**src/design/io_types_pkg.sv**
```systemverilog
package io_types_pkg;

   // *************************************************
   // Bus payload types
   // *************************************************

   typedef logic [31:0] wb_data_t;
   typedef logic [3:0]  wb_sel_t;
   typedef logic [3:0]  reg_idx_t;

   // Pin vectors for the two GPIO ports
   typedef logic [31:0] gpio_word_t;
   typedef logic [4:0]  btn_word_t;

   // Expand a byte select into a bit mask over the data word
   function automatic wb_data_t sel_to_mask(wb_sel_t sel);
      wb_data_t mask;
      for (int b = 0; b < $bits(wb_sel_t); b++) begin
         mask[8*b +: 8] = {8{sel[b]}};
      end
      return mask;
   endfunction

   // Byte-wise merge of new write data into an old word
   function automatic wb_data_t sel_merge(wb_data_t old_word, wb_data_t new_word, wb_sel_t sel);
      wb_data_t mask;
      mask = sel_to_mask(sel);
      return (old_word & ~mask) | (new_word & mask);
   endfunction

endpackage

```
**src/design/io_map_pkg.sv**
```systemverilog
package io_map_pkg;

   // *************************************************
   // Host address layout
   // *************************************************

   localparam int HOST_ADDR_W = 16;
   localparam int REGION_MSB  = 15;
   localparam int REGION_LSB  = 12;
   localparam int REG_IDX_LSB = 2;

   // Region codes in address bits 15:12
   localparam logic [REGION_MSB-REGION_LSB:0] REGION_GPIO = 4'd0;
   localparam logic [REGION_MSB-REGION_LSB:0] REGION_BTN  = 4'd1;
   localparam logic [REGION_MSB-REGION_LSB:0] REGION_SYS  = 4'd2;

   // *************************************************
   // Register indices
   // *************************************************

   localparam io_types_pkg::reg_idx_t GPIO_REG_IN   = 4'd0;
   localparam io_types_pkg::reg_idx_t GPIO_REG_OUT  = 4'd1;
   localparam io_types_pkg::reg_idx_t GPIO_REG_OE   = 4'd2;
   localparam io_types_pkg::reg_idx_t GPIO_REG_INTE = 4'd3;
   localparam io_types_pkg::reg_idx_t GPIO_REG_INTS = 4'd4;

   localparam io_types_pkg::reg_idx_t SYS_REG_MTIME    = 4'd0;
   localparam io_types_pkg::reg_idx_t SYS_REG_MTIMECMP = 4'd1;
   localparam io_types_pkg::reg_idx_t SYS_REG_IRQ_EN   = 4'd2;
   localparam io_types_pkg::reg_idx_t SYS_REG_IRQ_PEND = 4'd3;

   // Bit positions in IRQ_EN and IRQ_PEND
   localparam int IRQ_BIT_GPIO  = 0;
   localparam int IRQ_BIT_BTN   = 1;
   localparam int IRQ_BIT_TIMER = 2;

   // Timer compare starts out of reach
   localparam io_types_pkg::wb_data_t MTIMECMP_RESET = '1;

endpackage

```
**src/design/wb_if.sv**
```systemverilog
`timescale 1ns/10ps

interface wb_if;

   io_types_pkg::reg_idx_t idx;
   io_types_pkg::wb_data_t wdata;
   io_types_pkg::wb_data_t rdata;
   io_types_pkg::wb_sel_t  sel;
   logic                   we;
   logic                   cyc;
   logic                   stb;
   logic                   ack;
   logic                   err;

   // Bus controller side
   modport master (
      output idx, wdata, sel, we, cyc, stb,
      input  rdata, ack, err
   );

   // Register slave side
   modport slave (
      input  idx, wdata, sel, we, cyc, stb,
      output rdata, ack, err
   );

endinterface

```
**src/design/sys_con.sv**
```systemverilog
`timescale 1ns/10ps

module sys_con (
   input  logic i_clk,
   input  logic i_rst_n,
   wb_if.slave  s_bus,
   input  logic i_gpio_irq,
   input  logic i_btn_irq,
   output logic o_irq,
   output logic o_timer_irq
);

   io_types_pkg::wb_data_t mtime_q;
   io_types_pkg::wb_data_t mtimecmp_q;
   io_types_pkg::wb_data_t rd_data;
   io_types_pkg::wb_data_t rdata_q;

   logic [2:0] irq_en_q;
   logic [2:0] pending;
   logic       timer_hit;
   logic       ack_q;
   logic       access;
   logic       wr_en;

   assign access = s_bus.cyc & s_bus.stb & ~ack_q;
   assign wr_en  = access & s_bus.we;

   assign s_bus.ack   = ack_q;
   assign s_bus.rdata = rdata_q;
   assign s_bus.err   = 1'b0;

   // Live interrupt sources
   assign timer_hit                       = (mtime_q >= mtimecmp_q);
   assign pending[io_map_pkg::IRQ_BIT_GPIO]  = i_gpio_irq;
   assign pending[io_map_pkg::IRQ_BIT_BTN]   = i_btn_irq;
   assign pending[io_map_pkg::IRQ_BIT_TIMER] = timer_hit;

   always_comb begin
      case (s_bus.idx)
         io_map_pkg::SYS_REG_MTIME:    rd_data = mtime_q;
         io_map_pkg::SYS_REG_MTIMECMP: rd_data = mtimecmp_q;
         io_map_pkg::SYS_REG_IRQ_EN:   rd_data = {29'd0, irq_en_q};
         io_map_pkg::SYS_REG_IRQ_PEND: rd_data = {29'd0, pending};
         default:                      rd_data = '0;
      endcase
   end

   always_ff @(posedge i_clk) begin
      if (access) begin
         rdata_q <= rd_data;
      end
   end

   // *************************************************
   // Timer and interrupt registers
   // *************************************************

   always_ff @(posedge i_clk or negedge i_rst_n) begin
      if (!i_rst_n) begin
         ack_q       <= 1'b0;
         mtime_q     <= '0;
         mtimecmp_q  <= io_map_pkg::MTIMECMP_RESET;
         irq_en_q    <= '0;
         o_irq       <= 1'b0;
         o_timer_irq <= 1'b0;
      end else begin
         ack_q       <= access;
         o_timer_irq <= timer_hit;
         o_irq       <= |(pending & irq_en_q);
         // A write to mtime replaces the count for that cycle
         if (wr_en && s_bus.idx == io_map_pkg::SYS_REG_MTIME) begin
            mtime_q <= io_types_pkg::sel_merge(mtime_q, s_bus.wdata, s_bus.sel);
         end else begin
            mtime_q <= mtime_q + 1'b1;
         end
         if (wr_en && s_bus.idx == io_map_pkg::SYS_REG_MTIMECMP) begin
            mtimecmp_q <= io_types_pkg::sel_merge(mtimecmp_q, s_bus.wdata, s_bus.sel);
         end
         if (wr_en && s_bus.idx == io_map_pkg::SYS_REG_IRQ_EN && s_bus.sel[0]) begin
            irq_en_q <= s_bus.wdata[2:0];
         end
      end
   end

endmodule

```
**src/flat_wrapper.sv**
```systemverilog
// flat-port wrapper written by rule: the top's interface ports become plain ports
module sys_con_flat 
  (i_clk, i_rst_n, i_gpio_irq, i_btn_irq, o_irq, o_timer_irq, s_bus_idx, s_bus_wdata, s_bus_sel, s_bus_we, s_bus_cyc, s_bus_stb, s_bus_rdata, s_bus_ack, s_bus_err);
  wb_if s_bus_i ();
  input  logic i_clk;
  input  logic i_rst_n;
  input  logic i_gpio_irq;
  input  logic i_btn_irq;
  output logic o_irq;
  output logic o_timer_irq;
  input wire logic [$bits(s_bus_i.idx)-1:0] s_bus_idx;
  input wire logic [$bits(s_bus_i.wdata)-1:0] s_bus_wdata;
  input wire logic [$bits(s_bus_i.sel)-1:0] s_bus_sel;
  input wire logic [$bits(s_bus_i.we)-1:0] s_bus_we;
  input wire logic [$bits(s_bus_i.cyc)-1:0] s_bus_cyc;
  input wire logic [$bits(s_bus_i.stb)-1:0] s_bus_stb;
  output wire logic [$bits(s_bus_i.rdata)-1:0] s_bus_rdata;
  output wire logic [$bits(s_bus_i.ack)-1:0] s_bus_ack;
  output wire logic [$bits(s_bus_i.err)-1:0] s_bus_err;
  assign s_bus_i.idx = s_bus_idx;
  assign s_bus_i.wdata = s_bus_wdata;
  assign s_bus_i.sel = s_bus_sel;
  assign s_bus_i.we = s_bus_we;
  assign s_bus_i.cyc = s_bus_cyc;
  assign s_bus_i.stb = s_bus_stb;
  assign s_bus_rdata = s_bus_i.rdata;
  assign s_bus_ack = s_bus_i.ack;
  assign s_bus_err = s_bus_i.err;
  sys_con u_core (.i_clk(i_clk), .i_rst_n(i_rst_n), .s_bus(s_bus_i), .i_gpio_irq(i_gpio_irq), .i_btn_irq(i_btn_irq), .o_irq(o_irq), .o_timer_irq(o_timer_irq));
endmodule
```
**config.mk**
```make
export PLATFORM = sky130hd
export DESIGN_NAME = sys_con_flat
export DESIGN_NICKNAME = d
export VERILOG_FILES = /design/src/design/io_types_pkg.sv /design/src/design/io_map_pkg.sv /design/src/design/wb_if.sv /design/src/design/sys_con.sv /design/src/flat_wrapper.sv
export SDC_FILE = /design/constraint.sdc
export NUM_CORES = 1
export LEC_CHECK = 0
export ABC_AREA = 1
export BUFFER_PORTS_ARGS = -buffer_cell sky130_fd_sc_hd__buf_4
export CAP_MARGIN = 20
export CELL_PAD_IN_SITES_DETAIL_PLACEMENT = 1
export CELL_PAD_IN_SITES_GLOBAL_PLACEMENT = 2
export CORE_ASPECT_RATIO = 0.75
export CORE_MARGIN = 10
export CORE_UTILIZATION = 30
export DETAILED_ROUTE_END_ITERATION = 6
export PLACE_DENSITY = 0.83
export SLEW_MARGIN = 10
export SYNTH_ARGS = -nofsm -noshare
export SYNTH_HDL_FRONTEND = slang
export SYNTH_SLANG_ARGS = --single-unit
```
**constraint.sdc**
```tcl
create_clock -name i_clk -period 3.3 [get_ports i_clk]
set_clock_uncertainty 0.2 [all_clocks]
set_input_delay 0.33 -clock i_clk [delete_from_list [all_inputs] [get_ports i_clk]]
set_output_delay 0.33 -clock i_clk [all_outputs]
set_load 0.05 [all_outputs]
```
---- After elaboration in Yosys (flattened, before gate mapping) ----
Cells that the tools add are included.
word-level totals
  register bits after elaboration ......... 102
  logic and storage cells ................. 31
  input port bits ......................... 47
cells by class
  order comparisons ....................... 1
  bitwise logic cells ..................... 11
  reductions and logical operators ........ 6
  mux-type cells .......................... 2
  equality and inequality tests ........... 3
  add/subtract/negate cells ............... 1
operators with widths
  cell                                                                   count
  32-bit one-hot mux with 4 select lines                                 1
  32-bit bitwise AND                                                     3
  32-bit OR                                                              2
  32-bit by 1-bit adder with 32-bit output, second input constant        1
  32-bit greater-or-equal comparator                                     1
  32-bit two-way mux                                                     1
  32-bit inverter                                                        1
  4-bit by 2-bit equality test with 1-bit output, second input constant  2
  4-bit by 1-bit equality test with 1-bit output, second input constant  1
  1-bit logical AND                                                      4
  4-bit zero test                                                        1
  1-bit bitwise AND                                                      3
  3-bit bitwise AND                                                      1
  3-bit OR reduction                                                     1
  1-bit inverter                                                         1

---- Longest topological paths before layout ----
  depth in word-level cells ............... 5
  gate-level depth with buffers ........... 15
  mapped depth without buffers ............ 15

---- Worst setup path after synthesis ----
Ideal clock, no wire load.
  path kind ............................... register to register
  from .................................... reg u_core.ack_q, in the netlist u_core.s_bus.ack
  to ...................................... reg (tool-made name)
  cell stages (with the launch flop) ...... 9
  arrival time ............................ 2.617 ns
  setup slack ............................. 0.346 ns
  library setup time ...................... 0.137 ns
  data required time ...................... 2.963 ns
  period minus slack after synthesis ...... 2.954 ns
  cells stage by stage .................... dfrtp_1 -> nor2_2 -> nand2_1 -> nor2_8 -> inv_2 -> buf_2 -> buf_2 -> nand2_1 -> o221ai_1
RTL lines
  what                      line           text
  start: declaration        sys_con.sv:21  logic ack_q;
  start signal: assignment  sys_con.sv:67  ack_q <= access;

==> impl_metrics.toml <==
[sta]
tightest_slew_ns = 0.971
layout_worst_path_cycle_share = 0.694
timing.hold.ws_ns = 0.0139
min_period_ns = 2.29
setup_viol = 0
fmax_mhz = 437
grt_setup_unrepaired = "no"
finalHoldViolCount = 0
fin_setup_tns_ns = 0
slew_viol_final = 0
worst_slew_margin_rel = 0.353

[setup_path]
reg2reg_setup_slack_ns = 1.01
cp_max_fo = 3
crit_path_start_kind = "flop"
worstPathArrival_ns = 2.19
r2r-end = "u_core.s_bus.rdata[2]"
rr_worst_depth = 9
crit_path_end_kind = "flop"
crit_required_ns = 3.20
path_class = "flop to flop"

[clocking]
clock_sinks = 102
post_cts_resized = 0
clk_pin_slew_worst_paths_ns = 0.07
post_cts_buffers = 0
cts.htree.levels = 3
cts_buffers = 9
tritoncts = "yes"
clock_path_buffers = 2
cts_root_buf = "clkbuf_16"
insertion_delay_ns = 0.36
holdBufCountCts = 11

[finish]
diodes = 0
final_common_cell = "nand2_1"
fillerInstances = 2336
fin_nets = 881
layout_common_cells = "nand2_1 (175), inv_1 (97), buf_4 (84), nand3_1 (65), nor2_1 (45)"
drive_gt1_frac = 0.194
areaGrowthSynthToFinish_pct = 22.3

[yosys]
synth_cell_types = 44
synth_seq_area_share = 0.466
synth_flop_cell = "dfrtp_1"
synth_edf_count = 32
avgSynthCellArea_um2 = 8.34
netlist_area_um2 = 5910
mappedNetlistNets = 789
synth_cells = 709
ys_async_sr_fraction = 0.686
ys_ff_latch = 102
yosysWarningCount = 0

[detailed_routing]
first_iter_violations = 253
routed_wl_um = 19300
wl_per_cell_um = 18.2
vias = 5124
dr.pass1.iters = 4
avgViaCountPerCell = 4.84
antenna_left = 0
drc = 0

[placement]
gp_congestion = 0.834
io_buffers = 81
post-dp-hpwl_um = 14800

[grt]
grt_pass1_wl_um = 31300
grt_max_degree = 71
grt_pass1_vias = 5443
grt_use_total = 0.152
antenna_found_initial = 0
grt_overflow = 0

[worst_hold_path]
min_path_cells = 3
worst_hold_startpoint = "s_bus_wdata[19]"
min_path_type = "primary input to flop"

[status]
run_status = "completed"

[floorplan]
die_area_um2 = 25800
die_x_um = 182
coreArea_um2 = 19400
die_h_um = 142
rows = 44
start_util = 0.305
ios = 83

[run]
drv_cap = 0

[power]
powerDensity_nw_per_um2 = 500
power.leakage_uw = 0.00335
power_uw = 3610
peakVddDrop_v = 0.000252
## per-stage QoR
| step | instance area [um^2] | setup WS, ns | instances | util |
|---|---|---|---|---|
| 3_5_place_dp | 6790 | 0.864 | 1031 | 0.350 |
| 6_report | 7230 | 1.01 | 1059 | 0.373 |
| 2_1_floorplan | 5910 | 0.346 | 709 | - |
| 3_3_place_gp | 6790 | 0.903 | 1031 | 0.350 |
| 5_1_grt | 7230 | 0.897 | 1059 | 0.373 |
| 4_1_cts | 7210 | 0.976 | 1058 | 0.372 |
## critical path: stages, from the launching register on
cell     delay [ns]
dfstp_2        0.51
inv_1          0.06
ha_1           0.32
a21oi_1        0.19
o21a_1         0.14
nand2_1        0.11
a21oi_1        0.25
nand2_1        0.14
nand2_1        0.07
nand2_1        0.04
## metal layers
metal  GRT usage  up-vias  part of all wire
met1       0.223     2461              0.53
met2       0.223       88              0.42
li1            -     2562                 -
met3      0.0328       13             0.040
met4      0.0299        0            0.0092
met5           0        -                 0
## power by group
| part | switching, uW | total, uW | internal, uW |
|---|---|---|---|
| Clock | 494 | 1100 | 608 |
| Combinational | 541 | 862 | 321 |
| Sequential | 180 | 1650 | 1470 |
| Total | 1220 | 3610 | 2400 |
## worst max path at each step
stage                                  endpoint              from  slack [ns]
after floorplan                            flop  u_core.s_bus.ack        0.35
after global placement                     flop      s_bus_idx[3]        0.90
after detailed placement                   flop      s_bus_idx[3]        0.86
after CTS                 u_core.s_bus.rdata[2]              flop        0.98
after global routing      u_core.s_bus.rdata[2]              flop        0.90
final                     u_core.s_bus.rdata[2]              flop        1.01
## Yosys cell counts, types with 2 or more instances
master	n	area (um^2)
nand2_1	175	657
inv_1	97	364
nand3_1	65	325
nor2_1	45	169
dfrtp_1	38	951
ha_1	33	413
dfstp_2	32	841
edfxtp_1	32	961
a21oi_1	28	140
o21ai_0	28	140
o22ai_1	25	156
nor3_1	18	90.1
o211ai_1	11	82.6
nand4_1	8	50.1
xor2_1	7	61.3
buf_2	6	30.0
nor2_2	6	37.5
inv_2	5	18.8
mux2_4	5	75.1
o21ai_1	5	25.0
clkbuf_1	4	15.0
o221ai_1	4	35.0
and3_1	3	18.8
buf_1	3	11.3
mux2_1	3	33.8
nand2_2	3	18.8
o2111ai_1	2	17.5
o21a_1	2	15.0
## logic make-up (layout without fill, tap and decap cells)
family	after synthesis	in the layout	share of synthesized area
compound gates	110	110	0.110
xor+xnor	7	7	0.0104
fa+ha+maj	33	33	0.0698
buf+inv	118	215	0.0785
flops	102	102	0.466
mux	8	8	0.0184
other cells	1	1	0.000634
simple gates	330	330	0.246
## cell type report
type | instances | area (um^2) | area share
repair buffers | 96 | 768 | 0.106
clock buffers | 13 | 283 | 0.0391
flip-flops and latches | 102 | 2750 | 0.380
multi-input cells | 489 | 2700 | 0.373
well taps | 253 | 317 | 0.0438
inverters | 103 | 389 | 0.0538
clock inverters | 3 | 23.8 | 0.00329
No activity file was read; power rests on OpenSTA's default activity.
