==> src/design/io_types_pkg.sv <==
package io_types_pkg;

   // *************************************************
   // Bus payload types
   // *************************************************

   typedef logic [31:0] wb_data_t;
   typedef logic [3:0]  wb_sel_t;
   typedef logic [3:0]  reg_idx_t;

   // Pin vectors for the two GPIO ports
   typedef logic [31:0] gpio_word_t;
   typedef logic [4:0]  btn_word_t;

   // Expand a byte select into a bit mask over the data word
   function automatic wb_data_t sel_to_mask(wb_sel_t sel);
      wb_data_t mask;
      for (int b = 0; b < $bits(wb_sel_t); b++) begin
         mask[8*b +: 8] = {8{sel[b]}};
      end
      return mask;
   endfunction

   // Byte-wise merge of new write data into an old word
   function automatic wb_data_t sel_merge(wb_data_t old_word, wb_data_t new_word, wb_sel_t sel);
      wb_data_t mask;
      mask = sel_to_mask(sel);
      return (old_word & ~mask) | (new_word & mask);
   endfunction

endpackage

==> src/design/io_map_pkg.sv <==
package io_map_pkg;

   // *************************************************
   // Host address layout
   // *************************************************

   localparam int HOST_ADDR_W = 16;
   localparam int REGION_MSB  = 15;
   localparam int REGION_LSB  = 12;
   localparam int REG_IDX_LSB = 2;

   // Region codes in address bits 15:12
   localparam logic [REGION_MSB-REGION_LSB:0] REGION_GPIO = 4'd0;
   localparam logic [REGION_MSB-REGION_LSB:0] REGION_BTN  = 4'd1;
   localparam logic [REGION_MSB-REGION_LSB:0] REGION_SYS  = 4'd2;

   // *************************************************
   // Register indices
   // *************************************************

   localparam io_types_pkg::reg_idx_t GPIO_REG_IN   = 4'd0;
   localparam io_types_pkg::reg_idx_t GPIO_REG_OUT  = 4'd1;
   localparam io_types_pkg::reg_idx_t GPIO_REG_OE   = 4'd2;
   localparam io_types_pkg::reg_idx_t GPIO_REG_INTE = 4'd3;
   localparam io_types_pkg::reg_idx_t GPIO_REG_INTS = 4'd4;

   localparam io_types_pkg::reg_idx_t SYS_REG_MTIME    = 4'd0;
   localparam io_types_pkg::reg_idx_t SYS_REG_MTIMECMP = 4'd1;
   localparam io_types_pkg::reg_idx_t SYS_REG_IRQ_EN   = 4'd2;
   localparam io_types_pkg::reg_idx_t SYS_REG_IRQ_PEND = 4'd3;

   // Bit positions in IRQ_EN and IRQ_PEND
   localparam int IRQ_BIT_GPIO  = 0;
   localparam int IRQ_BIT_BTN   = 1;
   localparam int IRQ_BIT_TIMER = 2;

   // Timer compare starts out of reach
   localparam io_types_pkg::wb_data_t MTIMECMP_RESET = '1;

endpackage

==> src/design/wb_if.sv <==
`timescale 1ns/10ps

interface wb_if;

   io_types_pkg::reg_idx_t idx;
   io_types_pkg::wb_data_t wdata;
   io_types_pkg::wb_data_t rdata;
   io_types_pkg::wb_sel_t  sel;
   logic                   we;
   logic                   cyc;
   logic                   stb;
   logic                   ack;
   logic                   err;

   // Bus controller side
   modport master (
      output idx, wdata, sel, we, cyc, stb,
      input  rdata, ack, err
   );

   // Register slave side
   modport slave (
      input  idx, wdata, sel, we, cyc, stb,
      output rdata, ack, err
   );

endinterface

==> src/design/gpio_port.sv <==
`timescale 1ns/10ps

module gpio_port #(
   parameter type pins_t = io_types_pkg::gpio_word_t
) (
   input  logic  i_clk,
   input  logic  i_rst_n,
   wb_if.slave   s_bus,
   input  pins_t i_pins,
   output pins_t o_pins,
   output pins_t o_oe,
   output logic  o_irq
);

   pins_t out_q;
   pins_t oe_q;
   pins_t inte_q;
   pins_t ints_q;
   pins_t sync_q;
   pins_t in_q;
   pins_t in_d_q;
   pins_t rise;
   pins_t pin_wdata;
   pins_t pin_mask;
   pins_t ints_clr;

   logic                   ack_q;
   logic                   access;
   logic                   wr_en;
   io_types_pkg::wb_data_t wmask;
   io_types_pkg::wb_data_t rd_data;
   io_types_pkg::wb_data_t rdata_q;

   // *************************************************
   // Bus access
   // *************************************************

   assign access    = s_bus.cyc & s_bus.stb & ~ack_q;
   assign wr_en     = access & s_bus.we;
   assign wmask     = io_types_pkg::sel_to_mask(s_bus.sel);
   assign pin_mask  = pins_t'(wmask);
   assign pin_wdata = pins_t'(s_bus.wdata & wmask);

   assign s_bus.ack   = ack_q;
   assign s_bus.rdata = rdata_q;
   assign s_bus.err   = 1'b0;

   always_ff @(posedge i_clk or negedge i_rst_n) begin
      if (!i_rst_n) begin
         ack_q <= 1'b0;
      end else begin
         ack_q <= access;
      end
   end

   always_comb begin
      case (s_bus.idx)
         io_map_pkg::GPIO_REG_IN:   rd_data = io_types_pkg::wb_data_t'(in_q);
         io_map_pkg::GPIO_REG_OUT:  rd_data = io_types_pkg::wb_data_t'(out_q);
         io_map_pkg::GPIO_REG_OE:   rd_data = io_types_pkg::wb_data_t'(oe_q);
         io_map_pkg::GPIO_REG_INTE: rd_data = io_types_pkg::wb_data_t'(inte_q);
         io_map_pkg::GPIO_REG_INTS: rd_data = io_types_pkg::wb_data_t'(ints_q);
         default:                   rd_data = '0;
      endcase
   end

   always_ff @(posedge i_clk) begin
      if (access) begin
         rdata_q <= rd_data;
      end
   end

   // *************************************************
   // Pin registers
   // *************************************************

   // Two-flop synchronizer, then one more stage for edge detect
   assign rise     = in_q & ~in_d_q;
   assign ints_clr = (wr_en && s_bus.idx == io_map_pkg::GPIO_REG_INTS) ? pin_wdata : '0;

   always_ff @(posedge i_clk or negedge i_rst_n) begin
      if (!i_rst_n) begin
         out_q  <= '0;
         oe_q   <= '0;
         inte_q <= '0;
         ints_q <= '0;
         sync_q <= '0;
         in_q   <= '0;
         in_d_q <= '0;
      end else begin
         sync_q <= i_pins;
         in_q   <= sync_q;
         in_d_q <= in_q;
         // Write one clears, a new edge in the same cycle wins
         ints_q <= (ints_q & ~ints_clr) | rise;
         if (wr_en) begin
            case (s_bus.idx)
               io_map_pkg::GPIO_REG_OUT:  out_q  <= (out_q & ~pin_mask) | pin_wdata;
               io_map_pkg::GPIO_REG_OE:   oe_q   <= (oe_q & ~pin_mask) | pin_wdata;
               io_map_pkg::GPIO_REG_INTE: inte_q <= (inte_q & ~pin_mask) | pin_wdata;
               default: ;
            endcase
         end
      end
   end

   assign o_pins = out_q;
   assign o_oe   = oe_q;
   assign o_irq  = |(ints_q & inte_q);

endmodule

==> src/flat_wrapper.sv <==
// flat-port wrapper written by rule: the top's interface ports become plain ports
module gpio_port_flat 
#(
   parameter type pins_t = io_types_pkg::gpio_word_t
)
  (i_clk, i_rst_n, i_pins, o_pins, o_oe, o_irq, s_bus_idx, s_bus_wdata, s_bus_sel, s_bus_we, s_bus_cyc, s_bus_stb, s_bus_rdata, s_bus_ack, s_bus_err);
  wb_if s_bus_i ();
  input  logic i_clk;
  input  logic i_rst_n;
  input  pins_t i_pins;
  output pins_t o_pins;
  output pins_t o_oe;
  output logic o_irq;
  input wire logic [$bits(s_bus_i.idx)-1:0] s_bus_idx;
  input wire logic [$bits(s_bus_i.wdata)-1:0] s_bus_wdata;
  input wire logic [$bits(s_bus_i.sel)-1:0] s_bus_sel;
  input wire logic [$bits(s_bus_i.we)-1:0] s_bus_we;
  input wire logic [$bits(s_bus_i.cyc)-1:0] s_bus_cyc;
  input wire logic [$bits(s_bus_i.stb)-1:0] s_bus_stb;
  output wire logic [$bits(s_bus_i.rdata)-1:0] s_bus_rdata;
  output wire logic [$bits(s_bus_i.ack)-1:0] s_bus_ack;
  output wire logic [$bits(s_bus_i.err)-1:0] s_bus_err;
  assign s_bus_i.idx = s_bus_idx;
  assign s_bus_i.wdata = s_bus_wdata;
  assign s_bus_i.sel = s_bus_sel;
  assign s_bus_i.we = s_bus_we;
  assign s_bus_i.cyc = s_bus_cyc;
  assign s_bus_i.stb = s_bus_stb;
  assign s_bus_rdata = s_bus_i.rdata;
  assign s_bus_ack = s_bus_i.ack;
  assign s_bus_err = s_bus_i.err;
  gpio_port #(.pins_t(pins_t)) u_core (.i_clk(i_clk), .i_rst_n(i_rst_n), .s_bus(s_bus_i), .i_pins(i_pins), .o_pins(o_pins), .o_oe(o_oe), .o_irq(o_irq));
endmodule
==> config.mk <==
export PLATFORM = sky130hd
export DESIGN_NAME = gpio_port_flat
export DESIGN_NICKNAME = d
export VERILOG_FILES = /design/src/design/io_types_pkg.sv /design/src/design/io_map_pkg.sv /design/src/design/wb_if.sv /design/src/design/gpio_port.sv /design/src/flat_wrapper.sv
export SDC_FILE = /design/constraint.sdc
export NUM_CORES = 1
export LEC_CHECK = 0
export ABC_AREA = 0
export BUFFER_PORTS_ARGS = -buffer_cell sky130_fd_sc_hd__buf_2
export CORE_MARGIN = 2
export CORE_UTILIZATION = 40
export DETAILED_ROUTE_END_ITERATION = 10
export PLACE_DENSITY = 0.64
export SLEW_MARGIN = 20
export SYNTH_ARGS = -nofsm -noshare
export SYNTH_HDL_FRONTEND = slang
export SYNTH_SLANG_ARGS = --single-unit
==> constraint.sdc <==
create_clock -name i_clk -period 3 [get_ports i_clk]
set_clock_uncertainty 0.05 [all_clocks]
set_input_delay 0.45 -clock i_clk [delete_from_list [all_inputs] [get_ports i_clk]]
set_output_delay 0.45 -clock i_clk [all_outputs]
set_load 0.02 [all_outputs]
== Word level (Yosys, flattened, before mapping) ==
Index checks and enable logic that the tools add are counted.
Operators by class
  equality and inequality tests: 4
  multiplexer cells: 2
  bitwise logic cells: 18
  reduce and logical (&&, ||, !) cells: 6
Operator list (count)
  $and 32x32->32: 7
  $pmux 32 s5: 1
  $or 32x32->32: 4
  $not 32->32: 3
  $mux 32: 1
  $reduce_or 32->1: 1
  $eq 4x2->1 const B: 2
  $reduce_and 2->1: 3
  $eq 4x1->1 const B: 1
  $eq 4x3->1 const B: 1
  $logic_not 4->1: 1
  $and 1x1->1: 3
  $logic_and 1x1->1: 1
  $not 1->1: 1
Word-level totals
  register bits: 257
  input port bits: 77
  logic and storage cells: 39

== Longest topological paths before layout ==
  depth after elaboration: 8
  gate-level depth with buffers: 6
  gate-level depth less buffers: 3

== Worst setup path before layout ==
Ideal clock, no wire load.
  kind: input -> register
  start point: input port s_bus_cyc
  end point: register u_core.rdata_q[0], in the netlist u_core.s_bus.rdata[0] (enable)
  library setup time: 0.423 ns
  arrival time: 1.884 ns
  setup slack: 0.644 ns
  cell stages on the path: 2
  path through: nand2_1 -> nor2_1
On the way
  word-level cells in the longest chain between the ends: 2
Ends and longest elaborated chain
  start: declaration: line flat_wrapper.sv:18  | input wire logic [$bits(s_bus_i.cyc)-1:0] s_bus_cyc;
  $and 1x1->1 (2 in series): line gpio_port.sv:38  | assign access = s_bus.cyc & s_bus.stb & ~ack_q;
  named net u_core.access: line gpio_port.sv:28  | logic access;
  end signal: assignment: line gpio_port.sv:69  | rdata_q <= rd_data;
  end: declaration: line gpio_port.sv:32  | io_types_pkg::wb_data_t rdata_q;
The timed path passes the listed nets, and every way through them passes these cells.
A chain may end at the register's enable or synchronous reset.

== Worst setup path after layout ==
  start point: register u_core.ints_q[3] in the netlist's numbering
  end point: output port o_irq
On the way
  word-level cells in the longest chain between the ends: 2
Ends and longest elaborated chain
  start: declaration: line gpio_port.sv:18  | pins_t ints_q;
  start signal: assignment: line gpio_port.sv:95  | ints_q <= (ints_q & ~ints_clr) | rise;
  $and 32x32->32: line gpio_port.sv:109  | assign o_irq = |(ints_q & inte_q);
  $reduce_or 32->1: line gpio_port.sv:109
  end: declaration: line flat_wrapper.sv:13  | output logic o_irq;
No other way between the ends.

==> flow_summary.toml <==
[synth]
yosys-mux-area-fraction = 0.126
synth_edf_count = 32
synthXorXnorAreaFrac = 0
syn_inst = 619
async_flop_share = 0.875
netlist_area_um2 = 9750
synth.most_common_cell = "dfrtp_1"
synth_nets = 696
synth_flop_cell = "dfrtp_1"
ys_seq_elements = 257
synth_top_family_by_area = "multiplexers"
synth-simple-area-share = 0.0661
synth_top_area_frac = 0.578
synth_compound_area_frac = 0.0986
yosysTopAreaCell = "dfrtp_1"
yosys_warnings = 0
synth_common_cells = "225 x dfrtp_1, 56 x mux2_1, 48 x a22oi_1"
synthAdderAreaFrac = 0
avgSynthCellArea_um2 = 15.8
yosysUniqueCellTypes = 24
ys_seq_area_frac = 0.676
ys_top_cells_by_area = "dfrtp_1 58%, edfxtp_1 9.9%, mux2_1 6.5%"

[routing]
totalWireLength_um = 25400
drc_errors = 0
vias = 6454
firstDrtPassIters = 7
drt_iter0_markers = 652
wire_per_inst_um = 21.5
vias_per_cell = 5.47
detail-route-antenna-nets = 0

[pwr]
worst_ir_drop_vdd_mv = 0.437
switching_share = 0.244
p_comb_frac = 0.087
p_int_w = 0.00571
p_sw_w = 0.00184
p_seq_frac = 0.509
powerDensity_nw_per_um2 = 620
p_leak_nw = 5.94
power_frac_clock = 0.403

[sta]
finalSetupTns_ns = 0
timing.slew.headroom = 0.568
worst_pin_slew_ns = 0.648
setup-violations-final = 0
period_minus_slack_ns = 2.65
finalMaxSlewViolations = 0
final-hold-violation-count = 0
post-route-period-util = 0.882
rsz0062_at_grt = "no"
fmax_ghz = 0.378

[setup_path]
worst_path_max_delay_cell = "or4_1"
cp-start-kind = "flip-flop"
cp.arrival_ns = 2.15
path_max_fanout = 3
reg2regPathDepth = 4
r2r_start = "u_core.s_bus.ack$_DFF_PN0_"
path_class = "flip-flop to output port"
cp_cell_sequence = "a22oi_1, nand4_1, or4_1, buf_2"
cp_top_family = "simple AND/OR/NAND/NOR gates"
end_kind = "output port"
crit_required_ns = 2.50
path_buf_inv = 1
ff2ff_setup_slack_ns = 1.11
slowest_delay_ns = 0.53
cp-startpoint = "u_core.ints_q[3]$_DFF_PN0_"

[global_route]
grt_pass1_wl_um = 39500
grt_max_degree = 83
overflow = 0
grt_pass1_vias = 6603
grtUsageTotal = 0.198
antenna_found_initial = 0

[final_layout]
fin_nets = 913
diodes = 0
final_area_um2 = 12200
nFillCells = 2128
syn2layout_area_growth_pct = 25.0
drive_above_1_share = 0.334

[clock_tree]
clk_pin_slew_ns = 0.06
clock_latency_ns = 0.53
cts_resized = 0
cts_sinks = 257
clockBufferDepth = 3
cts_made_buffers = 27
cts_tree = "built"
cts_max_level = 1
cts_root_buf = "clkbuf_16"

[floorplan]
fp.dieH_um = 160
rows = 57
die-area_um2 = 25600
core_area_um2 = 24100
start_util = 0.404
io_pins = 176
die_x_um = 160

[place]
hpwl_um = 16100
port_buffers = 174
placed_cell_area_um2 = 11100
gp_congestion = 0.778

[worst_hold_path]
holdPathStages = 2
hold_path.class = "input pin to flip-flop"
hold_path.startpoint = "s_bus_wdata[14]"

[job]
max_cap_viol_count = 0

[run_status]
status = "completed"
-- stage by stage --
stage | hold WS [ns] | power, W | cells | worst slack (ns) | util
final | 0.138 | 0.00755 | 1180 | 0.353 | 0.505
after global routing | 0.130 | 0.00786 | 1180 | 0.231 | 0.505
after CTS | 0.118 | 0.00764 | 1180 | 0.248 | 0.505
after detailed placement | 0.285 | 0.00455 | 1098 | 0.819 | 0.458
after global placement | 0.282 | 0.00453 | 1098 | 0.797 | 0.458
after floorplan | 0.104 | 0.00419 | 619 | 0.644 | -
-- cell type report --
cell class                      instances  area (um^2)  share of cell area
Clock buffer                           39          751              0.0616
Clock inverter                         10         50.0             0.00411
Inverter                               32          120             0.00986
Multi-Input combinational cell        298         2880               0.237
Sequential cell                       257         6590               0.541
Tap cell                              324          405              0.0333
Timing Repair Buffer                  220         1380               0.114
-- kinds of logic after synthesis --
kind of cell	after synthesis
buf+inv	64
simple gates	89
other cells	1
mux	96
flops	257
compound gates	112
-- worst reg2reg max path: stages, from the launching register on --
cell     delay [ns]
dfrtp_1        0.41
and4b_2        0.32
buf_12         0.30
nand3_4        0.29
mux2_1         0.39
-- power groups by stage --
stage / registers, W / clock network [W] / logic [W]
floorplan: 0.00396 / 0 / 0.000225
global placement: 0.00391 / 0 / 0.000627
detailed placement: 0.00391 / 0 / 0.000636
CTS: 0.00385 / 0.00312 / 0.000672
global route: 0.00387 / 0.00327 / 0.000716
finish: 0.00385 / 0.00305 / 0.000658
-- how the worst max path moves through the flow --
stage                                      end  slack [ns]  depth (start not counted)
6_report                                 o_irq        0.35                          4
5_1_grt                                  o_irq        0.23                          4
4_1_cts                                  o_irq        0.25                          4
3_5_place_dp                             o_irq        0.82                          4
3_3_place_gp                             o_irq        0.80                          4
2_1_floorplan  u_core.s_bus.rdata[0]$_DFFE_PN_        0.64                          2
-- cell usage in the layout (no fill, tap or decap), drive strengths merged, types with 32 or more instances in the layout --
cell type      n
a22oi         48
mux2          96
inv           32
dfrtp        225
dlygate4sd3   33
nand4         36
clkbuf        39
a222oi        32
buf          187
edfxtp        32
a22o          32
nand2         33
-- routing by layer --
metal / global-route usage / vias to the layer above / part of all wire
met5: 0 / - / 0
met4: 0.0549 / 0 / 0.021
met3: 0.0314 / 46 / 0.068
met2: 0.318 / 270 / 0.47
met1: 0.283 / 3327 / 0.44
li1: - / 2811 / -
-- what timing repair did --
item	CTS	global route
endpoints found under the hold margin	111	0
hold buffers	33	0
buffers inserted	0	0
No activity file was read; power rests on OpenSTA's default activity.
