`config.mk`:
```
export PLATFORM = sky130hd
export DESIGN_NAME = io_bus_ctrl_flat
export DESIGN_NICKNAME = d
export VERILOG_FILES = /design/src/design/io_types_pkg.sv /design/src/design/io_map_pkg.sv /design/src/design/wb_if.sv /design/src/design/io_bus_ctrl.sv /design/src/flat_wrapper.sv
export SDC_FILE = /design/constraint.sdc
export NUM_CORES = 1
export LEC_CHECK = 0
export ABC_AREA = 1
export BUFFER_PORTS_ARGS = -buffer_cell sky130_fd_sc_hd__clkbuf_2
export CORE_AREA = 2 2 126 128
export CTS_CLUSTER_SIZE = 8
export DETAILED_ROUTE_END_ITERATION = 12
export DIE_AREA = 0 0 128 130
export GPL_TIMING_DRIVEN = 1
export SLEW_MARGIN = 20
export SYNTH_ARGS = -nofsm -noshare
export SYNTH_HDL_FRONTEND = slang
export SYNTH_SLANG_ARGS = --single-unit
```
`constraint.sdc`:
```
create_clock -name i_clk -period 6.6 [get_ports i_clk]
set_input_delay 1.32 -clock i_clk [delete_from_list [all_inputs] [get_ports i_clk]]
set_output_delay 1.32 -clock i_clk [all_outputs]
set_load 0.01 [all_outputs]
```
`src/design/io_types_pkg.sv`:
```
package io_types_pkg;

   // *************************************************
   // Bus payload types
   // *************************************************

   typedef logic [31:0] wb_data_t;
   typedef logic [3:0]  wb_sel_t;
   typedef logic [3:0]  reg_idx_t;

   // Pin vectors for the two GPIO ports
   typedef logic [31:0] gpio_word_t;
   typedef logic [4:0]  btn_word_t;

   // Expand a byte select into a bit mask over the data word
   function automatic wb_data_t sel_to_mask(wb_sel_t sel);
      wb_data_t mask;
      for (int b = 0; b < $bits(wb_sel_t); b++) begin
         mask[8*b +: 8] = {8{sel[b]}};
      end
      return mask;
   endfunction

   // Byte-wise merge of new write data into an old word
   function automatic wb_data_t sel_merge(wb_data_t old_word, wb_data_t new_word, wb_sel_t sel);
      wb_data_t mask;
      mask = sel_to_mask(sel);
      return (old_word & ~mask) | (new_word & mask);
   endfunction

endpackage

```
`src/design/io_map_pkg.sv`:
```
package io_map_pkg;

   // *************************************************
   // Host address layout
   // *************************************************

   localparam int HOST_ADDR_W = 16;
   localparam int REGION_MSB  = 15;
   localparam int REGION_LSB  = 12;
   localparam int REG_IDX_LSB = 2;

   // Region codes in address bits 15:12
   localparam logic [REGION_MSB-REGION_LSB:0] REGION_GPIO = 4'd0;
   localparam logic [REGION_MSB-REGION_LSB:0] REGION_BTN  = 4'd1;
   localparam logic [REGION_MSB-REGION_LSB:0] REGION_SYS  = 4'd2;

   // *************************************************
   // Register indices
   // *************************************************

   localparam io_types_pkg::reg_idx_t GPIO_REG_IN   = 4'd0;
   localparam io_types_pkg::reg_idx_t GPIO_REG_OUT  = 4'd1;
   localparam io_types_pkg::reg_idx_t GPIO_REG_OE   = 4'd2;
   localparam io_types_pkg::reg_idx_t GPIO_REG_INTE = 4'd3;
   localparam io_types_pkg::reg_idx_t GPIO_REG_INTS = 4'd4;

   localparam io_types_pkg::reg_idx_t SYS_REG_MTIME    = 4'd0;
   localparam io_types_pkg::reg_idx_t SYS_REG_MTIMECMP = 4'd1;
   localparam io_types_pkg::reg_idx_t SYS_REG_IRQ_EN   = 4'd2;
   localparam io_types_pkg::reg_idx_t SYS_REG_IRQ_PEND = 4'd3;

   // Bit positions in IRQ_EN and IRQ_PEND
   localparam int IRQ_BIT_GPIO  = 0;
   localparam int IRQ_BIT_BTN   = 1;
   localparam int IRQ_BIT_TIMER = 2;

   // Timer compare starts out of reach
   localparam io_types_pkg::wb_data_t MTIMECMP_RESET = '1;

endpackage

```
`src/design/wb_if.sv`:
```
`timescale 1ns/10ps

interface wb_if;

   io_types_pkg::reg_idx_t idx;
   io_types_pkg::wb_data_t wdata;
   io_types_pkg::wb_data_t rdata;
   io_types_pkg::wb_sel_t  sel;
   logic                   we;
   logic                   cyc;
   logic                   stb;
   logic                   ack;
   logic                   err;

   // Bus controller side
   modport master (
      output idx, wdata, sel, we, cyc, stb,
      input  rdata, ack, err
   );

   // Register slave side
   modport slave (
      input  idx, wdata, sel, we, cyc, stb,
      output rdata, ack, err
   );

endinterface

```
`src/design/io_bus_ctrl.sv`:
```
`timescale 1ns/10ps

module io_bus_ctrl (
   input  logic                                   i_clk,
   input  logic                                   i_rst_n,
   input  logic                                   i_req_valid,
   input  logic                                   i_req_we,
   input  logic [io_map_pkg::HOST_ADDR_W-1:0]     i_req_addr,
   input  io_types_pkg::wb_data_t                 i_req_wdata,
   input  io_types_pkg::wb_sel_t                  i_req_sel,
   output logic                                   o_req_ready,
   output logic                                   o_rsp_valid,
   output logic                                   o_rsp_err,
   output io_types_pkg::wb_data_t                 o_rsp_rdata,
   wb_if.master                                   m_gpio,
   wb_if.master                                   m_btn,
   wb_if.master                                   m_sys
);

   typedef enum logic [1:0] {
      ST_IDLE,
      ST_BUS,
      ST_RESP
   } state_t;

   state_t state_q;
   state_t state_d;

   logic [io_map_pkg::REGION_MSB-io_map_pkg::REGION_LSB:0] region_q;
   io_types_pkg::reg_idx_t idx_q;
   io_types_pkg::wb_data_t wdata_q;
   io_types_pkg::wb_sel_t  sel_q;
   logic                   we_q;

   logic                   accept;
   logic                   bus_act;
   logic                   hit_gpio;
   logic                   hit_btn;
   logic                   hit_sys;
   logic                   hit_any;
   logic                   miss_ack_q;
   logic                   done;
   io_types_pkg::wb_data_t ack_rdata;
   logic                   ack_err;

   assign o_req_ready = (state_q != ST_BUS);
   assign o_rsp_valid = (state_q == ST_RESP);
   assign accept      = i_req_valid & o_req_ready;
   assign bus_act     = (state_q == ST_BUS);

   // *************************************************
   // Region decode on the held request
   // *************************************************

   assign hit_gpio = (region_q == io_map_pkg::REGION_GPIO);
   assign hit_btn  = (region_q == io_map_pkg::REGION_BTN);
   assign hit_sys  = (region_q == io_map_pkg::REGION_SYS);
   assign hit_any  = hit_gpio | hit_btn | hit_sys;

   always_ff @(posedge i_clk) begin
      if (accept) begin
         region_q <= i_req_addr[io_map_pkg::REGION_MSB:io_map_pkg::REGION_LSB];
         idx_q    <= i_req_addr[io_map_pkg::REG_IDX_LSB +: $bits(io_types_pkg::reg_idx_t)];
         wdata_q  <= i_req_wdata;
         sel_q    <= i_req_sel;
         we_q     <= i_req_we;
      end
   end

   // Request fields are shared, only cyc and stb are per slave
   assign m_gpio.idx   = idx_q;
   assign m_gpio.wdata = wdata_q;
   assign m_gpio.sel   = sel_q;
   assign m_gpio.we    = we_q;
   assign m_gpio.cyc   = bus_act & hit_gpio;
   assign m_gpio.stb   = bus_act & hit_gpio;

   assign m_btn.idx    = idx_q;
   assign m_btn.wdata  = wdata_q;
   assign m_btn.sel    = sel_q;
   assign m_btn.we     = we_q;
   assign m_btn.cyc    = bus_act & hit_btn;
   assign m_btn.stb    = bus_act & hit_btn;

   assign m_sys.idx    = idx_q;
   assign m_sys.wdata  = wdata_q;
   assign m_sys.sel    = sel_q;
   assign m_sys.we     = we_q;
   assign m_sys.cyc    = bus_act & hit_sys;
   assign m_sys.stb    = bus_act & hit_sys;

   // Unmapped region answers itself with the same delay as a slave ack
   always_ff @(posedge i_clk or negedge i_rst_n) begin
      if (!i_rst_n) begin
         miss_ack_q <= 1'b0;
      end else begin
         miss_ack_q <= bus_act & ~hit_any & ~miss_ack_q;
      end
   end

   always_comb begin
      ack_rdata = '0;
      ack_err   = 1'b0;
      done      = miss_ack_q;
      if (hit_gpio) begin
         ack_rdata = m_gpio.rdata;
         ack_err   = m_gpio.err;
         done      = m_gpio.ack;
      end else if (hit_btn) begin
         ack_rdata = m_btn.rdata;
         ack_err   = m_btn.err;
         done      = m_btn.ack;
      end else if (hit_sys) begin
         ack_rdata = m_sys.rdata;
         ack_err   = m_sys.err;
         done      = m_sys.ack;
      end else begin
         ack_err   = 1'b1;
      end
      done = done & bus_act;
   end

   // *************************************************
   // FSM and response capture
   // *************************************************

   always_comb begin
      state_d = state_q;
      case (state_q)
         ST_IDLE: if (accept) state_d = ST_BUS;
         ST_BUS:  if (done) state_d = ST_RESP;
         ST_RESP: state_d = accept ? ST_BUS : ST_IDLE;
         default: state_d = ST_IDLE;
      endcase
   end

   always_ff @(posedge i_clk or negedge i_rst_n) begin
      if (!i_rst_n) begin
         state_q <= ST_IDLE;
      end else begin
         state_q <= state_d;
      end
   end

   always_ff @(posedge i_clk) begin
      if (done) begin
         o_rsp_rdata <= we_q ? '0 : ack_rdata;
         o_rsp_err   <= ack_err;
      end
   end

endmodule

```
`src/flat_wrapper.sv`:
```
// flat-port wrapper written by rule: the top's interface ports become plain ports
module io_bus_ctrl_flat 
  (i_clk, i_rst_n, i_req_valid, i_req_we, i_req_addr, i_req_wdata, i_req_sel, o_req_ready, o_rsp_valid, o_rsp_err, o_rsp_rdata, m_gpio_idx, m_gpio_wdata, m_gpio_sel, m_gpio_we, m_gpio_cyc, m_gpio_stb, m_gpio_rdata, m_gpio_ack, m_gpio_err, m_btn_idx, m_btn_wdata, m_btn_sel, m_btn_we, m_btn_cyc, m_btn_stb, m_btn_rdata, m_btn_ack, m_btn_err, m_sys_idx, m_sys_wdata, m_sys_sel, m_sys_we, m_sys_cyc, m_sys_stb, m_sys_rdata, m_sys_ack, m_sys_err);
  wb_if m_gpio_i ();
  wb_if m_btn_i ();
  wb_if m_sys_i ();
  input  logic i_clk;
  input  logic i_rst_n;
  input  logic i_req_valid;
  input  logic i_req_we;
  input  logic [io_map_pkg::HOST_ADDR_W-1:0] i_req_addr;
  input  io_types_pkg::wb_data_t i_req_wdata;
  input  io_types_pkg::wb_sel_t i_req_sel;
  output logic o_req_ready;
  output logic o_rsp_valid;
  output logic o_rsp_err;
  output io_types_pkg::wb_data_t o_rsp_rdata;
  output wire logic [$bits(m_gpio_i.idx)-1:0] m_gpio_idx;
  output wire logic [$bits(m_gpio_i.wdata)-1:0] m_gpio_wdata;
  output wire logic [$bits(m_gpio_i.sel)-1:0] m_gpio_sel;
  output wire logic [$bits(m_gpio_i.we)-1:0] m_gpio_we;
  output wire logic [$bits(m_gpio_i.cyc)-1:0] m_gpio_cyc;
  output wire logic [$bits(m_gpio_i.stb)-1:0] m_gpio_stb;
  input wire logic [$bits(m_gpio_i.rdata)-1:0] m_gpio_rdata;
  input wire logic [$bits(m_gpio_i.ack)-1:0] m_gpio_ack;
  input wire logic [$bits(m_gpio_i.err)-1:0] m_gpio_err;
  output wire logic [$bits(m_btn_i.idx)-1:0] m_btn_idx;
  output wire logic [$bits(m_btn_i.wdata)-1:0] m_btn_wdata;
  output wire logic [$bits(m_btn_i.sel)-1:0] m_btn_sel;
  output wire logic [$bits(m_btn_i.we)-1:0] m_btn_we;
  output wire logic [$bits(m_btn_i.cyc)-1:0] m_btn_cyc;
  output wire logic [$bits(m_btn_i.stb)-1:0] m_btn_stb;
  input wire logic [$bits(m_btn_i.rdata)-1:0] m_btn_rdata;
  input wire logic [$bits(m_btn_i.ack)-1:0] m_btn_ack;
  input wire logic [$bits(m_btn_i.err)-1:0] m_btn_err;
  output wire logic [$bits(m_sys_i.idx)-1:0] m_sys_idx;
  output wire logic [$bits(m_sys_i.wdata)-1:0] m_sys_wdata;
  output wire logic [$bits(m_sys_i.sel)-1:0] m_sys_sel;
  output wire logic [$bits(m_sys_i.we)-1:0] m_sys_we;
  output wire logic [$bits(m_sys_i.cyc)-1:0] m_sys_cyc;
  output wire logic [$bits(m_sys_i.stb)-1:0] m_sys_stb;
  input wire logic [$bits(m_sys_i.rdata)-1:0] m_sys_rdata;
  input wire logic [$bits(m_sys_i.ack)-1:0] m_sys_ack;
  input wire logic [$bits(m_sys_i.err)-1:0] m_sys_err;
  assign m_gpio_idx = m_gpio_i.idx;
  assign m_gpio_wdata = m_gpio_i.wdata;
  assign m_gpio_sel = m_gpio_i.sel;
  assign m_gpio_we = m_gpio_i.we;
  assign m_gpio_cyc = m_gpio_i.cyc;
  assign m_gpio_stb = m_gpio_i.stb;
  assign m_gpio_i.rdata = m_gpio_rdata;
  assign m_gpio_i.ack = m_gpio_ack;
  assign m_gpio_i.err = m_gpio_err;
  assign m_btn_idx = m_btn_i.idx;
  assign m_btn_wdata = m_btn_i.wdata;
  assign m_btn_sel = m_btn_i.sel;
  assign m_btn_we = m_btn_i.we;
  assign m_btn_cyc = m_btn_i.cyc;
  assign m_btn_stb = m_btn_i.stb;
  assign m_btn_i.rdata = m_btn_rdata;
  assign m_btn_i.ack = m_btn_ack;
  assign m_btn_i.err = m_btn_err;
  assign m_sys_idx = m_sys_i.idx;
  assign m_sys_wdata = m_sys_i.wdata;
  assign m_sys_sel = m_sys_i.sel;
  assign m_sys_we = m_sys_i.we;
  assign m_sys_cyc = m_sys_i.cyc;
  assign m_sys_stb = m_sys_i.stb;
  assign m_sys_i.rdata = m_sys_rdata;
  assign m_sys_i.ack = m_sys_ack;
  assign m_sys_i.err = m_sys_err;
  io_bus_ctrl u_core (.i_clk(i_clk), .i_rst_n(i_rst_n), .i_req_valid(i_req_valid), .i_req_we(i_req_we), .i_req_addr(i_req_addr), .i_req_wdata(i_req_wdata), .i_req_sel(i_req_sel), .o_req_ready(o_req_ready), .o_rsp_valid(o_rsp_valid), .o_rsp_err(o_rsp_err), .o_rsp_rdata(o_rsp_rdata), .m_gpio(m_gpio_i), .m_btn(m_btn_i), .m_sys(m_sys_i));
endmodule
```
# [After elaboration in Yosys (flattened, before gate mapping)]
# Cells that the tools add are included.
[classes] n_eq_ne=7 muxes=13 n_bitwise=11 n_reduce_logical=3
[op_table] operator="$mux 32" n=3
[op_table] operator="$and 1x1->1" n=7
[op_table] operator="$mux 1" n=7
[op_table] operator="$pmux 2 s3" n=1
[op_table] operator="$eq 4x1->1 const B" n=1
[op_table] operator="$eq 4x2->1 const B" n=1
[op_table] operator="$logic_not 4->1" n=1
[op_table] operator="$mux 2" n=2
[op_table] operator="$ne 2x1->1 const B" n=2
[op_table] operator="$eq 2x1->1 const B" n=1
[op_table] operator="$eq 2x2->1 const B" n=1
[op_table] operator="$logic_not 2->1" n=1
[op_table] operator="$ne 2x2->1 const B" n=1
[op_table] operator="$not 1->1" n=2
[op_table] operator="$or 1x1->1" n=2
[op_table] operator="$reduce_and 2->1" n=1
[totals] regBits=81 inputBits=158 output_inout_bits=164 elab_cells=43

# [Longest topological paths before layout]
[depth] depth_word=7 mapped_depth=9

# [Worst setup path before layout]
# Ideal clock, no wire load.
[synth_timing] path_type="input -> register" from="in i_req_valid" to="reg u_core.idx_q[0] (netlist: u_core.m_btn.idx[0]), enable pin" arrival_time_ps=3238 t_required_ps=6152 slack_ps=2914 stages=2 n_path_buf=0 path_cell_list="inv_1 nor2_1"
[synth_between] elab_chain_len=1
[synth_lines] element="from (decl)" line="flat_wrapper.sv:9" source="input logic i_req_valid;"
[synth_lines] element="$and 1x1->1" line="io_bus_ctrl.sv:48" source="assign accept = i_req_valid & o_req_ready;"
[synth_lines] element="via u_core.accept" line="io_bus_ctrl.sv:35" source="logic accept;"
[synth_lines] element="to (signal assigned)" line="io_bus_ctrl.sv:63" source="idx_q <= i_req_addr[io_map_pkg::REG_IDX_LSB +: $bits(io_types_pkg::reg_idx_t)];"
[synth_lines] element="to (decl)" line="io_bus_ctrl.sv:30" source="io_types_pkg::reg_idx_t idx_q;"
# The timed path passes the listed nets, and every way through them passes these cells.
# A chain may end at the register's enable or synchronous reset.

# [Worst setup path after layout]
[layout_timing] from="reg u_core.region_q[3] in the netlist's numbering" to="out m_gpio_cyc"
[layout_between] elab_chain_len=2
[layout_lines] element="from (decl)" line="io_bus_ctrl.sv:29" source="logic [io_map_pkg::REGION_MSB-io_map_pkg::REGION_LSB:0] region_q;"
[layout_lines] element="from (signal assigned)" line="io_bus_ctrl.sv:62" source="region_q <= i_req_addr[io_map_pkg::REGION_MSB:io_map_pkg::REGION_LSB];"
[layout_lines] element="$logic_not 4->1" line="io_bus_ctrl.sv:55" source="assign hit_gpio = (region_q == io_map_pkg::REGION_GPIO);"
[layout_lines] element="$and 1x1->1" line="io_bus_ctrl.sv:75" source="assign m_gpio.cyc = bus_act & hit_gpio;"
[layout_lines] element="to (decl)" line="flat_wrapper.sv:22" source="output wire logic [$bits(m_gpio_i.cyc)-1:0] m_gpio_cyc;"
# No other way between the ends.

==> flow_summary.ini <==
[status]
status = finished, final reports clean

[placed_design]
portBuffers = 313
dp_hpwl_mm = 9.23
gp_congestion = 0.738
placed_cell_area_mm2 = 0.00509
placed_cells = 765

[final_layout]
fin_cells = 781
area_growth_syn_to_layout_pct = 34.7
antenna_cells = 0
layout-drive-gt1-share_pct = 57.9
layout.nets = 743
design_area_mm2 = 0.00544

[setup_path]
worstSetupEndpointType = output pin
path_max_fanout = 29
path_delay_family = simple AND/OR/NAND/NOR gates
cp_num_buf_inv = 1
r2r-end = u_core.o_rsp_rdata[3]$_SDFFCE_PP0P_
startpoint_type = flop
worstSetupPathType = flop to output pin
ff2ff_path_depth = 7
critPathLaunch = u_core.region_q[3]$_DFFE_PP_
r2r_start = u_core.region_q[0]$_DFFE_PP_
r2r_slack_ns = 4.11
critical_path_arrival_ns = 2.39
crit_chain = nor2_2 -> nand2_1 -> nor2_1 -> clkbuf_2
slowest_delay_ns = 0.70
worstPathRequired_ns = 5.28
slowest_stage = nand2_1

[clock_network]
h-tree-depth = 3
ctsResizeCount = 0
cts_buffers = 9
cts_sinks = 81
tritoncts = done
clkLatencyLatePin_ns = 0.33
clk_pin_slew_ns = 0.06
ctsRootBufferMaster = clkbuf_16
cts.path.max_buffers = 2
cts.repair_timing.setup_buffer_count = 0
ctsHoldBuffers = 0

[grt]
grt_max_degree = 44
track_usage_pct = 12.9
gr-total-overflow = 0
antenna_found_initial = 0
grt_first_pass_wirelength_mm = 16.0
grt_pass1_vias = 2928

[power_and_ir_drop]
p_per_area_mw_per_mm2 = 346
p_leak_nw = 2.55
vdd.ir_drop.worst_mv = 0.116

[timing]
worst_pin_slew_ns = 1.01
holdWs_ns = 0.509
finalCriticalPeriod_ns = 3.71
setup_viol = 0
rsz0062_at_grt = false
hold_viol_final = 0
slew_headroom_pct = 32.8
clock_skew_ns = 0.00506
fmax_ghz = 0.269
finalMaxSlewViolations = 0
tns_ns = 0
finalCritPeriodShare_pct = 56.3

[logic_synthesis]
yosysMostFrequentCell = buf_4
syn_area_per_cell_um2 = 11.2
yosysWarnings = 0
netlist_top_cells_area = edfxtp_1 58%, buf_4 16%, o21ai_0 5.5%, nand2_1 4.2%, a21oi_1 3.8%
ys_async_sr_fraction_pct = 3.70
ys_top_cells_by_count = 85 x buf_4, 78 x edfxtp_1, 45 x nand2_1
synth_edf_count = 78
ys_ff_latch = 81
synth_cell_types = 22
synth_nets = 518
yosysTopAreaCellShare_pct = 58.0
postSynthCellCount = 360
synth_area_leader_cell = edfxtp_1
synth_ff_type = edfxtp_1
synth_area_mm2 = 0.00404
synth-seq-area-share_pct = 59.9

[route]
ant_nets = 0
drtIter0Drc = 93
firstDrtPassIters = 4
wl_mm = 11.7
vias = 3369
via_per_inst = 4.31
drc = 0
avgRoutedWirePerCell_um = 15.0

[die]
dieArea_mm2 = 0.0166
die_y_um = 130
design.core.area_mm2 = 0.0154
ioPinCount = 322
fp-row-count = 46
start_util_pct = 26.2
die-width_um = 128

[hold_path]
whs_endpoint = u_core.miss_ack_q$_DFF_PN0_
min_path_cells = 3
hold_class = flop to flop
hp-start = u_core.miss_ack_q$_DFF_PN0_

[run]
cap_violations = 0
## through the flow
stage	utilization, %	total power, mW	setup WS (ns)
2_1_floorplan	-	1.19	2.91
3_3_place_gp	33.0	1.35	3.35
3_5_place_dp	33.0	1.36	3.21
4_1_cts	35.1	1.91	2.82
5_1_grt	35.3	1.99	2.63
6_report	35.3	1.88	2.89
## state kept, by name, indices dropped and copies added (netlist names)
register,cells
u_core.region_q,4
u_core.m_btn.sel,4
u_core.state_q,2
u_core.m_btn.idx,4
u_core.o_rsp_rdata,32
u_core.miss_ack_q,1
u_core.o_rsp_err,1
u_core.m_btn.we,1
u_core.m_btn.wdata,32
## area by class of cell
class / instances / area [um^2]
clock inverters: 6 / 91.3
fillers: 1608 / 9990
clock buffers: 9 / 225
well taps: 192 / 240
inverters: 16 / 70.1
repair buffers: 315 / 1600
flip-flops and latches: 81 / 2420
multi-input cells: 162 / 792
## layer usage
layer	vias up	part of all wire, %	global-route usage, %
met5	-	0	0
met4	0	1.2	4.27
met2	188	52	23.5
li1	1603	-	-
met1	1569	38	13.7
met3	9	9.2	4.88
## power by group
part           internal [mW]  leakage [nW]  switching, mW  total [mW]
sequential             0.718         0.781         0.0704       0.788
clock                  0.331         0.156          0.204       0.535
combinational          0.205          1.61          0.357       0.562
## logic make-up after synthesis
kind of cell,share of synthesized area (%)
buffers and inverters,21.0
AOI/OAI and AO/OA,10.9
DFF,59.9
and+or+nand+nor,8.24
## cell usage in the layout (no fill, tap or decap)
master	n
buf_16	1
a21oi_1	30
clkinv_2	1
nand2_2	1
nor3_1	2
clkbuf_16	9
clkbuf_2	313
buf_4	1
nand2_4	1
o21ai_0	44
edfxtp_1	78
clkinv_4	4
inv_1	13
nand2_1	45
inv_6	1
o21ai_1	13
nor2_4	4
inv_2	1
nor2_1	6
dfrtp_1	3
nor2_2	1
bufinv_16	2
nand3_1	14
a21oi_4	1
## worst max path at each step
stage | end | slack [ns] | cells after the start
finish | m_gpio_cyc | 2.89 | 4
global route | m_gpio_stb | 2.63 | 4
CTS | m_gpio_cyc | 2.82 | 4
detailed placement | m_gpio_cyc | 3.21 | 4
global placement | m_gpio_cyc | 3.35 | 4
floorplan | u_core.m_btn.idx[0]$_DFFE_PP_ | 2.91 | 2
## worst reg2reg max path, delay by kind of cell, from the launching register on
| kind | cells | cell delay, ns |
|---|---|---|
| AO/OA/AOI/OAI | 1 | 0.47 |
| buffers and inverters | 3 | 0.81 |
| flip-flops | 1 | 0.48 |
| AND/OR/NAND/NOR | 3 | 0.41 |
No activity file was read; power rests on OpenSTA's default activity.
